[src/hw/lc3_defs.svh]
// Word width and register file sizing for the LC-3 datapath
`ifndef LC3_DEFS_SVH
`define LC3_DEFS_SVH

// Data and address width
`define WORD_WIDTH 16

// General purpose registers R0 to R7
`define NUM_REGS 8

// Index width for one register of the file
`define REG_SEL_WIDTH 3

`endif

[src/hw/lc3Pkg.sv]
// Word, ALU operation, control word and memory port types of the LC-3 datapath
`include "lc3_defs.svh"

package lc3Pkg;

    typedef logic [`WORD_WIDTH-1:0] word_t;
    typedef logic [`REG_SEL_WIDTH-1:0] regSel_t;

    typedef enum logic [1:0] {
        aluAdd,
        aluAnd,
        aluNot,
        aluPassA
    } aluOp_t;

    // Fourth code is unused and holds the PC
    typedef enum logic [1:0] {
        pcPlusOne,
        pcFromBus,
        pcFromAdder
    } pcSrc_t;

    typedef enum logic [1:0] {
        offZero,
        off6,
        off9,
        off11
    } addr2Sel_t;

    // One-hot bus drivers, at most one set
    typedef struct packed {
        logic gatePc;
        logic gateMdr;
        logic gateMarMux;
        logic gateAlu;
    } gateSel_t;

    // Full control word from the FSM
    typedef struct packed {
        logic      ldPc;
        logic      ldMdr;
        logic      ldMar;
        logic      ldIr;
        logic      ldBen;
        logic      ldCc;
        logic      ldReg;
        logic      ldLed;
        logic      mioEn;
        gateSel_t  gate;
        pcSrc_t    pcMux;
        addr2Sel_t addr2Mux;
        aluOp_t    aluK;
        logic      drMux;
        logic      sr1Mux;
        logic      sr2Mux;
        logic      addr1Mux;
    } dpCtrl_t;

    typedef struct packed {
        word_t mar;
        word_t mdr;
    } memOut_t;

endpackage

[src/hw/addrUnit.sv]
// Address adder with ADDR1/ADDR2 muxes and offset sign extension
`timescale 1ns/100ps

module addrUnit (
    input  lc3Pkg::word_t     ir,
    input  lc3Pkg::word_t     pc,
    input  lc3Pkg::word_t     sr1,
    input  logic              addr1Mux,
    input  lc3Pkg::addr2Sel_t addr2Mux,
    output lc3Pkg::word_t     addrSum
);
    import lc3Pkg::*;

    word_t base;
    word_t offset;
    word_t sext6;
    word_t sext9;
    word_t sext11;

    assign sext6  = word_t'($signed(ir[5:0]));
    assign sext9  = word_t'($signed(ir[8:0]));
    assign sext11 = word_t'($signed(ir[10:0]));

    // BaseR for LDR/STR/JSRR, PC otherwise
    assign base = addr1Mux ? sr1 : pc;

    always_comb begin
        case (addr2Mux)
            offZero: offset = '0;
            off6:    offset = sext6;
            off9:    offset = sext9;
            off11:   offset = sext11;
        endcase
    end

    // Wraps modulo 2^16
    assign addrSum = base + offset;

endmodule

[src/hw/aluUnit.sv]
// ALU with SR2 or immediate-5 second operand
`timescale 1ns/100ps

module aluUnit (
    input  lc3Pkg::word_t  ir,
    input  lc3Pkg::word_t  sr1,
    input  lc3Pkg::word_t  sr2,
    input  logic           sr2Mux,
    input  lc3Pkg::aluOp_t aluK,
    output lc3Pkg::word_t  aluResult
);
    import lc3Pkg::*;

    word_t imm5;
    word_t opB;

    // imm5 from IR[4:0], sign extended
    assign imm5 = word_t'($signed(ir[4:0]));
    assign opB  = sr2Mux ? imm5 : sr2;

    always_comb begin
        case (aluK)
            aluAdd:   aluResult = sr1 + opB;
            aluAnd:   aluResult = sr1 & opB;
            aluNot:   aluResult = ~sr1;
            aluPassA: aluResult = sr1;
        endcase
    end

endmodule

[src/hw/branchLogic.sv]
// NZP condition codes and branch-enable register
`timescale 1ns/100ps

module branchLogic (
    input  logic          Clk,
    input  logic          rstN,
    input  logic          ldCc,
    input  logic          ldBen,
    input  lc3Pkg::word_t busIn,
    input  logic [2:0]    irCond,
    output logic          ben
);
    import lc3Pkg::*;

    logic [2:0] nzp;
    logic [2:0] nzpNext;

    // Sign bit first, then zero test
    always_comb begin
        if (busIn[$bits(word_t)-1]) begin
            nzpNext = 3'b100;
        end else if (busIn == '0) begin
            nzpNext = 3'b010;
        end else begin
            nzpNext = 3'b001;
        end
    end

    // BEN uses the codes held before this edge
    always_ff @(posedge Clk) begin
        if (!rstN) begin
            nzp <= 3'b010;
            ben <= 1'b0;
        end else begin
            if (ldCc) begin
                nzp <= nzpNext;
            end
            if (ldBen) begin
                ben <= |(irCond & nzp);
            end
        end
    end

endmodule

[src/hw/datapath.sv]
// LC-3 datapath top with IR, LED latch, bus gate mux and unit instances
`timescale 1ns/100ps

module datapath (
    input  logic            Clk,
    input  logic            rstN,
    input  lc3Pkg::dpCtrl_t ctrl,
    input  lc3Pkg::word_t   memRdata,
    output lc3Pkg::memOut_t mem,
    output lc3Pkg::word_t   ir,
    output lc3Pkg::word_t   pc,
    output logic [11:0]     led,
    output logic            ben
);
    import lc3Pkg::*;

    word_t bus;
    word_t sr1;
    word_t sr2;
    word_t aluResult;
    word_t addrSum;

    // One-hot gate mux, nothing gated gives zero
    always_comb begin
        bus = '0;
        if (ctrl.gate.gatePc) begin
            bus |= pc;
        end
        if (ctrl.gate.gateMdr) begin
            bus |= mem.mdr;
        end
        if (ctrl.gate.gateMarMux) begin
            bus |= addrSum;
        end
        if (ctrl.gate.gateAlu) begin
            bus |= aluResult;
        end
    end

    // IR and LED latch
    always_ff @(posedge Clk) begin
        if (!rstN) begin
            ir  <= '0;
            led <= '0;
        end else begin
            if (ctrl.ldIr) begin
                ir <= bus;
            end
            if (ctrl.ldLed) begin
                led <= ir[11:0];
            end
        end
    end

    regFile regFile0 (
        .Clk,
        .rstN,
        .ldReg  (ctrl.ldReg),
        .drMux  (ctrl.drMux),
        .sr1Mux (ctrl.sr1Mux),
        .ir,
        .busIn  (bus),
        .sr1,
        .sr2
    );

    aluUnit aluUnit0 (
        .ir,
        .sr1,
        .sr2,
        .sr2Mux    (ctrl.sr2Mux),
        .aluK      (ctrl.aluK),
        .aluResult
    );

    addrUnit addrUnit0 (
        .ir,
        .pc,
        .sr1,
        .addr1Mux (ctrl.addr1Mux),
        .addr2Mux (ctrl.addr2Mux),
        .addrSum
    );

    pcUnit pcUnit0 (
        .Clk,
        .rstN,
        .ldPc    (ctrl.ldPc),
        .pcMux   (ctrl.pcMux),
        .busIn   (bus),
        .addrSum,
        .pc
    );

    memInterface memInterface0 (
        .Clk,
        .rstN,
        .ldMar    (ctrl.ldMar),
        .ldMdr    (ctrl.ldMdr),
        .mioEn    (ctrl.mioEn),
        .busIn    (bus),
        .memRdata,
        .mem
    );

    // Branch condition bits from IR[11:9]
    branchLogic branchLogic0 (
        .Clk,
        .rstN,
        .ldCc   (ctrl.ldCc),
        .ldBen  (ctrl.ldBen),
        .busIn  (bus),
        .irCond (ir[11:9]),
        .ben
    );

endmodule

[src/hw/memInterface.sv]
// MAR and MDR registers with the MDR memory-or-bus select
`timescale 1ns/100ps

module memInterface (
    input  logic            Clk,
    input  logic            rstN,
    input  logic            ldMar,
    input  logic            ldMdr,
    input  logic            mioEn,
    input  lc3Pkg::word_t   busIn,
    input  lc3Pkg::word_t   memRdata,
    output lc3Pkg::memOut_t mem
);
    import lc3Pkg::*;

    word_t marReg;
    word_t mdrReg;
    word_t mdrIn;

    // Read data on memory cycles, bus on stores
    assign mdrIn = mioEn ? memRdata : busIn;

    always_ff @(posedge Clk) begin
        if (!rstN) begin
            marReg <= '0;
            mdrReg <= '0;
        end else begin
            if (ldMar) begin
                marReg <= busIn;
            end
            if (ldMdr) begin
                mdrReg <= mdrIn;
            end
        end
    end

    assign mem = '{mar: marReg, mdr: mdrReg};

endmodule

[src/hw/pcUnit.sv]
// Program counter with incrementer and source mux
`timescale 1ns/100ps

module pcUnit (
    input  logic           Clk,
    input  logic           rstN,
    input  logic           ldPc,
    input  lc3Pkg::pcSrc_t pcMux,
    input  lc3Pkg::word_t  busIn,
    input  lc3Pkg::word_t  addrSum,
    output lc3Pkg::word_t  pc
);
    import lc3Pkg::*;

    word_t pcNext;

    always_comb begin
        case (pcMux)
            pcPlusOne:   pcNext = pc + 1'b1;
            pcFromBus:   pcNext = busIn;
            pcFromAdder: pcNext = addrSum;
            default:     pcNext = pc;
        endcase
    end

    always_ff @(posedge Clk) begin
        if (!rstN) begin
            pc <= '0;
        end else if (ldPc) begin
            pc <= pcNext;
        end
    end

endmodule

[src/hw/regFile.sv]
// Eight-entry register file with IR-field register selects
`timescale 1ns/100ps
`include "lc3_defs.svh"

module regFile (
    input  logic          Clk,
    input  logic          rstN,
    input  logic          ldReg,
    input  logic          drMux,
    input  logic          sr1Mux,
    input  lc3Pkg::word_t ir,
    input  lc3Pkg::word_t busIn,
    output lc3Pkg::word_t sr1,
    output lc3Pkg::word_t sr2
);
    import lc3Pkg::*;

    word_t   regs [`NUM_REGS];
    regSel_t drSel;
    regSel_t sr1Sel;
    regSel_t sr2Sel;

    // DR is R7 for JSR/TRAP linkage
    assign drSel  = drMux ? regSel_t'(`NUM_REGS - 1) : ir[11:9];
    assign sr1Sel = sr1Mux ? ir[11:9] : ir[8:6];
    assign sr2Sel = ir[2:0];

    always_ff @(posedge Clk) begin
        if (!rstN) begin
            for (int i = 0; i < `NUM_REGS; i++) begin
                regs[i] <= '0;
            end
        end else if (ldReg) begin
            regs[drSel] <= busIn;
        end
    end

    assign sr1 = regs[sr1Sel];
    assign sr2 = regs[sr2Sel];

endmodule

[config.mk]
export PLATFORM = sky130hd
export DESIGN_NAME = datapath
export DESIGN_NICKNAME = d
export VERILOG_FILES = /design/src/hw/lc3Pkg.sv /design/src/hw/addrUnit.sv /design/src/hw/aluUnit.sv /design/src/hw/branchLogic.sv /design/src/hw/datapath.sv /design/src/hw/memInterface.sv /design/src/hw/pcUnit.sv /design/src/hw/regFile.sv
export VERILOG_INCLUDE_DIRS = /design/src /design/src/hw
export SDC_FILE = /design/constraint.sdc
export NUM_CORES = 1
export LEC_CHECK = 0
export BUFFER_PORTS_ARGS = -buffer_cell sky130_fd_sc_hd__buf_2
export CAP_MARGIN = 20
export CELL_PAD_IN_SITES_DETAIL_PLACEMENT = 1
export CELL_PAD_IN_SITES_GLOBAL_PLACEMENT = 1
export CORE_MARGIN = 4
export CORE_UTILIZATION = 42
export DETAILED_ROUTE_END_ITERATION = 12
export PLACE_DENSITY_LB_ADDON = 0.2
export SYNTH_ARGS = -nofsm -noshare
export SYNTH_HDL_FRONTEND = slang
export SYNTH_SLANG_ARGS = --single-unit
[constraint.sdc]
create_clock -name Clk -period 4.98 [get_ports Clk]
set_input_delay 0.996 -clock Clk [delete_from_list [all_inputs] [get_ports Clk]]
set_output_delay 0.996 -clock Clk [all_outputs]
set_load 0.02 [all_outputs]
==> run metrics, run 1 <==
status complete, no violations; Tmin final 4.88 ns; Design Area, Final roughly 0.017 sq mm; n_diodes 0; Non-Filler Instances between 2k and 2.5k; TritonCTS Buffers 25; Mapped Cells between 1k and 1.5k; Post-Route Utilization 0.530; Synth cell types 75; Sw Share 0.372; leakage slightly above 7 nW; die outline area 0.0351 sq mm; CTS tree built; Post-DP HPWL roughly 40 mm; Net Sw Power between 2 and 2.5 mW; Synth Register Bits around 210; arrival time worst endpoint approximately 5.3 ns; Worst path slowest cell or3_4; Total GRT Usage 0.299; vias after detailed routing roughly 13k; routability cong. around 0.96; site row count between 60 and 70; Req. time, crit path between 5 and 6 ns; Final setup viols 0; Clock Pin Slew Worst Setup and Hold Paths roughly 0.060 ns; drt drc 0; crit path cell chain buf_4 > buf_6 > and2_1 > a22oi_1 > a21oi_1 > o311ai_0 > o21ai_2 > inv_1 > ha_1 > nor2b_2 > o31a_1 > buf_4 > nor3_2 > o31ai_1 > buf_4 > a31oi_1 > mux2i_1 > and3_1 > nand4_1 > or3_4 > a41o_1; count of final hold-check violations 0; clock sinks approximately 210; Hold WC Path Type reg -> reg; initial antenna violation count 2; Place WS -0.908 ns; Max Cap Viol 0; Final WS setup around 0.095 ns; # hold bufs at CTS 0; Crit Path Category in -> reg; Synthesized Nets 1567; power share of the sequential group 0.316; Vias/cell 6.19; area grow syn2layout 24.3%; crit start category input port; Seq/Total Area, Yosys 0.408; cell internal pwr 4.21 mW; layout cells sized above 1 0.267; first-pass iteration count of the detailed router 8; placed insts around 2.1k; Syn Area/Cell 9.06 sq um; Core Region approximately 0.032 sq mm; vias in the first global route between 10k and 15k; Setup crit end kind register; largest net degree at the start of global routing 46; Congestion Overflow GR 0; WL per Instance approximately 26 um; worst-case clock buffer depth 3; Worst-Margin Slew between 1 and 1.5 ns; asr flop ratio synth 0; clock power share 0.270; Initial Util 0.427; fill count between 3k and 4k; Die Y between 150 and 200 um; pwr/cell area roughly 400 mW/mm^2; wirelength, routed around 55 mm; Worst path most repeated cell buf_4; die width about 190 um; Slew HR 0.269; Yosys Warn Count 0; Top-Level Pins between 100 and 150; Post-Syn Area between 0.01 and 0.015 sq mm; H-Tree Depth 1; dpl cell area 0.0157 sq mm; PortBufs ~120; Pwr Total ~6.7 mW; fmax 205 MHz; clk_lat worst skew 0.54 ns; clk_skew about 0.018 ns; Worst path max stage delay between 0.4 and 0.5 ns; DRT antenna net count 0; CP Max Fanout 8; root buf cell clkbuf_16; Comb power frac 0.414; top_reg_cell synth edfxtp_1; Tcrit/Tclk final 0.981; VDD IR-drop max approximately 0.00026 V; DRT iter0 DRCs about 1.1k; Post-synth EDFFs 128; nets ~1.8k; first-pass GRT wire length 81.9 mm; Slew Viols, Final 0
==> layout make-up <==
type	count	area (sq um)	area share
tap	402	503	0.0300
multi-input combinational	1123	7570	0.452
timing repair inverter	1	7.51	0.000448
inverter	34	131	0.00783
sequential	211	5510	0.328
clock buffer	38	759	0.0453
clock inverter	8	53.8	0.00321
timing repair buffer	326	2230	0.133
==> metal layers <==
layer  GRT usage  up-vias  routed length [um]
met5           0        -                   7
met4       0.113        2                2260
met3      0.0579      113                4190
met2       0.480      531               25400
met1       0.403     6699               23400
li1            -     5912                   -
==> critical path: cells and delay by family <==
kind                     cells  cell delay [ns]
buffers and inverters        5             0.75
adder cells (fa/ha/maj)      1             0.27
AND/OR/NAND/NOR              6             1.29
AO/OA/AOI/OAI                8             1.75
multiplexers                 1             0.26
==> cells in the mapped netlist (all sizes together), types with 18 or more instances <==
cell | number | area share
nor2b | 48 | 0.022
mux4 | 34 | 0.057
dfxtp | 83 | 0.12
a21oi | 86 | 0.032
a31oi | 18 | 0.0083
clkbuf | 89 | 0.025
o22ai | 22 | 0.010
inv | 34 | 0.0095
mux2i | 62 | 0.048
nor2 | 262 | 0.073
a211oi | 70 | 0.040
edfxtp | 128 | 0.28
nand2 | 138 | 0.038
o21ai | 93 | 0.035
ha | 35 | 0.032
buf | 32 | 0.013
==> placed cells by master, fill, tap and decap left out, types with 14 or more instances in the layout <==
cell	n
a211oi_1	65
a21o_1	14
a21oi_1	83
a222oi_1	14
a31oi_1	16
and3_1	17
buf_2	116
buf_4	202
clkbuf_16	27
dfxtp_1	81
edfxtp_1	128
ha_1	35
inv_1	32
mux2i_1	59
mux4_2	34
nand2_1	138
nand3_1	17
nor2_1	261
nor2b_1	47
nor3_1	15
o21ai_0	83
xnor2_1	15
==> cell families after synthesis <==
family	synth area share
compound gates	0.198
xor+xnor	0.0169
fa+ha+maj	0.0354
buf+inv	0.0468
flops	0.408
mux	0.117
simple gates	0.177
==> what timing repair did <==
action / 4_1_cts / 5_1_grt
setup endpoints to repair: 29 / 57
pin swaps: 4 / 10
setup buffers: 2 / 4
resized for setup: 6 / 45
gates cloned: 0 / 1
==> stage by stage <==
step                TNS [ns]  hold WS [ns]
floorplan                  0         0.454
global placement      -35.35         0.462
detailed placement    -45.53         0.472
CTS                 -0.00521         0.485
global route          -0.113         0.502
finish                     0         0.485
==> registers in the layout, indices dropped and copies added, names as in the netlist, named ones only <==
signal                flops
pcUnit0.pc               16
branchLogic0.nzp          3
memInterface0.mdrReg     16
ir                       16
branchLogic0.ben          1
memInterface0.marReg     16
regFile0.regs           128
led                      12
==> power by group through the flow <==
stage / clock network, mW / registers, mW / logic (mW)
after floorplan: 0 / 2.16 / 1.38
after global placement: 0 / 2.14 / 2.57
after detailed placement: 0 / 2.14 / 2.63
after CTS: 1.84 / 2.11 / 2.66
after global routing: 1.91 / 2.13 / 2.96
final: 1.81 / 2.12 / 2.77
==> path summary, 6_finish.rpt <==
check | start | to | slack [ns] | cells past startpoint
worst max-delay path | ctrl[2] | branchLogic0.nzp[0] | 0.1 | 21
worst max register to register | ir[6] | branchLogic0.nzp[0] | 0.17 | 20
worst min-delay path | branchLogic0.nzp[2] | branchLogic0.nzp[2] | 0.49 | 1
worst min register to register | branchLogic0.nzp[2] | branchLogic0.nzp[2] | 0.49 | 1
Note: power is estimated with default switching activity, not from simulation.
==> inputs of run 2 (changes only) <==
- CORE_MARGIN: 4 -> not set
- CORE_UTILIZATION: 42 -> 47
- clock period: 4.98 -> 5.3 ns (I/O delays scaled with it)
==> run 2 against run 1 <==
Clock power decreased by 2%. Clock skew increased by 0.0021 ns. Wire length increased by 0.76%. First-iteration DRC count increased by 31%. Largest cell class unchanged.
==> run metrics, run 2 (synthesis gave the netlist of run 1 again) <==
Die Y 171 um; VDD IR-drop max 0.000250 V; routability cong. 0.931; vias in the first global route about 13k; die outline area 0.0294 sq mm; Setup crit end kind register; Global Route met1 Usage 0.517; CTS tree built; root buf cell clkbuf_16; busiest grt layer met2; Hold Startpoint branchLogic0.nzp[2]; FF-to-FF End branchLogic0.nzp[0]; FF-to-FF setup slack 0.15 ns; Worst path slowest cell or3_4; Congestion Overflow GR 0; met3 usage 0.0509; largest net degree at the start of global routing 48; TritonCTS Buffers 25; first-pass iteration count of the detailed router 5; PortBufs ~120; commonest cells after routing, fill and taps aside nor2_1, buf_4, nand2_1, edfxtp_1, buf_2; Crit Path Category in -> reg; max FFs per register roughly 130; area grow syn2layout 22.4%; fmax ~190 MHz; site row count 61; arrival time worst endpoint 5.59 ns; Post-DP HPWL 39.3 mm; clk_lat worst skew between 0.5 and 0.6 ns; DRT antenna net count 0; Slew HR 0.370; Core Region about 0.028 sq mm; Place WS -0.480 ns; Worst-Margin Slew ~0.94 ns; commonest non-fill, non-tap cell in the layout nor2_1; crit-path leading delay family compound AO/OA/AOI/OAI gates; crit path cell chain clkbuf_4 > buf_6 > mux2i_4 > buf_4 > buf_4 > nand2_1 > a211oi_2 > o22ai_1 > buf_4 > inv_1 > mux2_2 > ha_2 > nor2_1 > o21ai_1 > o21ai_2 > o21a_1 > a221o_1 > a2111oi_0 > and3_1 > nand4_1 > or3_4 > a41o_1; R2R Path Start ir[9]; H-Tree Depth 1; count of final hold-check violations 0; # hold bufs at CTS 0; Final WS setup approximately 0.14 ns; clk_skew around 0.02 ns; die width 171 um; Most flops, register regFile0.regs; Total GRT Usage 0.378; Tcrit/Tclk final 0.973; Top-Level Pins 118; WL per Instance between 20 and 30 um; GR Layer Usage met2 0.614; Clock Pin Slew Worst Setup and Hold Paths approximately 0.06 ns; Slew Viols, Final 0; Vias/cell between 6 and 7; Final setup viols 0; layout cells sized above 1 0.252; Reg2Reg Depth 19; nets around 1.8k; crit start category input port; Max Cap Viol 0; Hold Path Sink branchLogic0.nzp[2]; worst-case clock buffer depth 3; vias after detailed routing around 14k; CP Max Fanout 9; Tmin final 5.16 ns; status complete, no violations; Worst path max stage delay about 0.44 ns; Hold WC Path Type reg -> reg; leakage 6.94 nW; first-pass GRT wire length 82.3 mm; clock sinks 211; Initial Util 0.482; Design Area, Final between 0.015 and 0.02 sq mm; DRT iter0 DRCs 1487; Buf/Inv on CP 6; worst hold path depth 1; Worst path most repeated cell buf_4; drt drc 0; initial antenna violation count 1; Req. time, crit path ~5.7 ns; dpl cell area 0.0155 sq mm; wirelength, routed ~56 mm; pwr/cell area about 380 mW/mm^2
## run 2: changes by cell type in the layout (fill, tap and decap cells not counted), sizes merged
cell,change
inv,-1
diode,+1
buf,-12
clkbuf,+4
clkinvlp,-1
bufinv,+1
mux2i,+1
clkinv,-5
## run 2: power breakdown
part / leakage (nW) / internal (mW) / switching, mW
Clock: 0.407 / 1.05 / 0.720
Sequential: 2.01 / 1.86 / 0.139
Combinational: 4.52 / 1.04 / 1.47
Total: 6.94 / 3.95 / 2.33
## run 2: what timing repair did
action | 4_1_cts | 5_1_grt
setup endpoints to repair | 0 | 25
setup buffers | 0 | 7
resized for setup | 0 | 23
## run 2: metrics by stage
step / utilization / setup TNS, ns / hold WS, ns / std cells / power [mW]
finish: 0.590 / 0 / 0.490 / 2107 / 6.28
global placement: 0.553 / -7.40 / 0.468 / 2053 / 4.36
floorplan: - / 0 / 0.454 / 1489 / 3.33
CTS: 0.583 / 0 / 0.490 / 2097 / 6.20
global route: 0.590 / -0.185 / 0.502 / 2107 / 6.51
detailed placement: 0.553 / -12.48 / 0.473 / 2053 / 4.42
## run 2: worst max-delay path by stage
stage,startpoint,to,slack [ns],cells after the start
after floorplan,ctrl[2],branchLogic0.nzp[0],0.15,19
after global placement,ctrl[2],branchLogic0.nzp[0],-0.42,18
after detailed placement,ctrl[2],branchLogic0.nzp[0],-0.48,18
after CTS,ctrl[2],branchLogic0.nzp[0],0.01,21
after global routing,ir[9],branchLogic0.nzp[1],-0.05,21
final,ctrl[2],branchLogic0.nzp[0],0.14,22
## run 2: metal layers
layer	vias to the layer above	wire, um
met5	-	0
met4	0	2360
met3	164	5210
met2	742	25700
met1	6719	22500
li1	5916	-
## run 2: cell type report
class                   count  area [sq um]
diodes                      1          2.50
clock buffers              41           778
clock inverters             3          55.1
fillers                  3309         11500
inverters                  34           131
multi-input cells        1124          7470
flip-flops and latches    211          5510
well taps                 378           473
repair buffers            315          2100
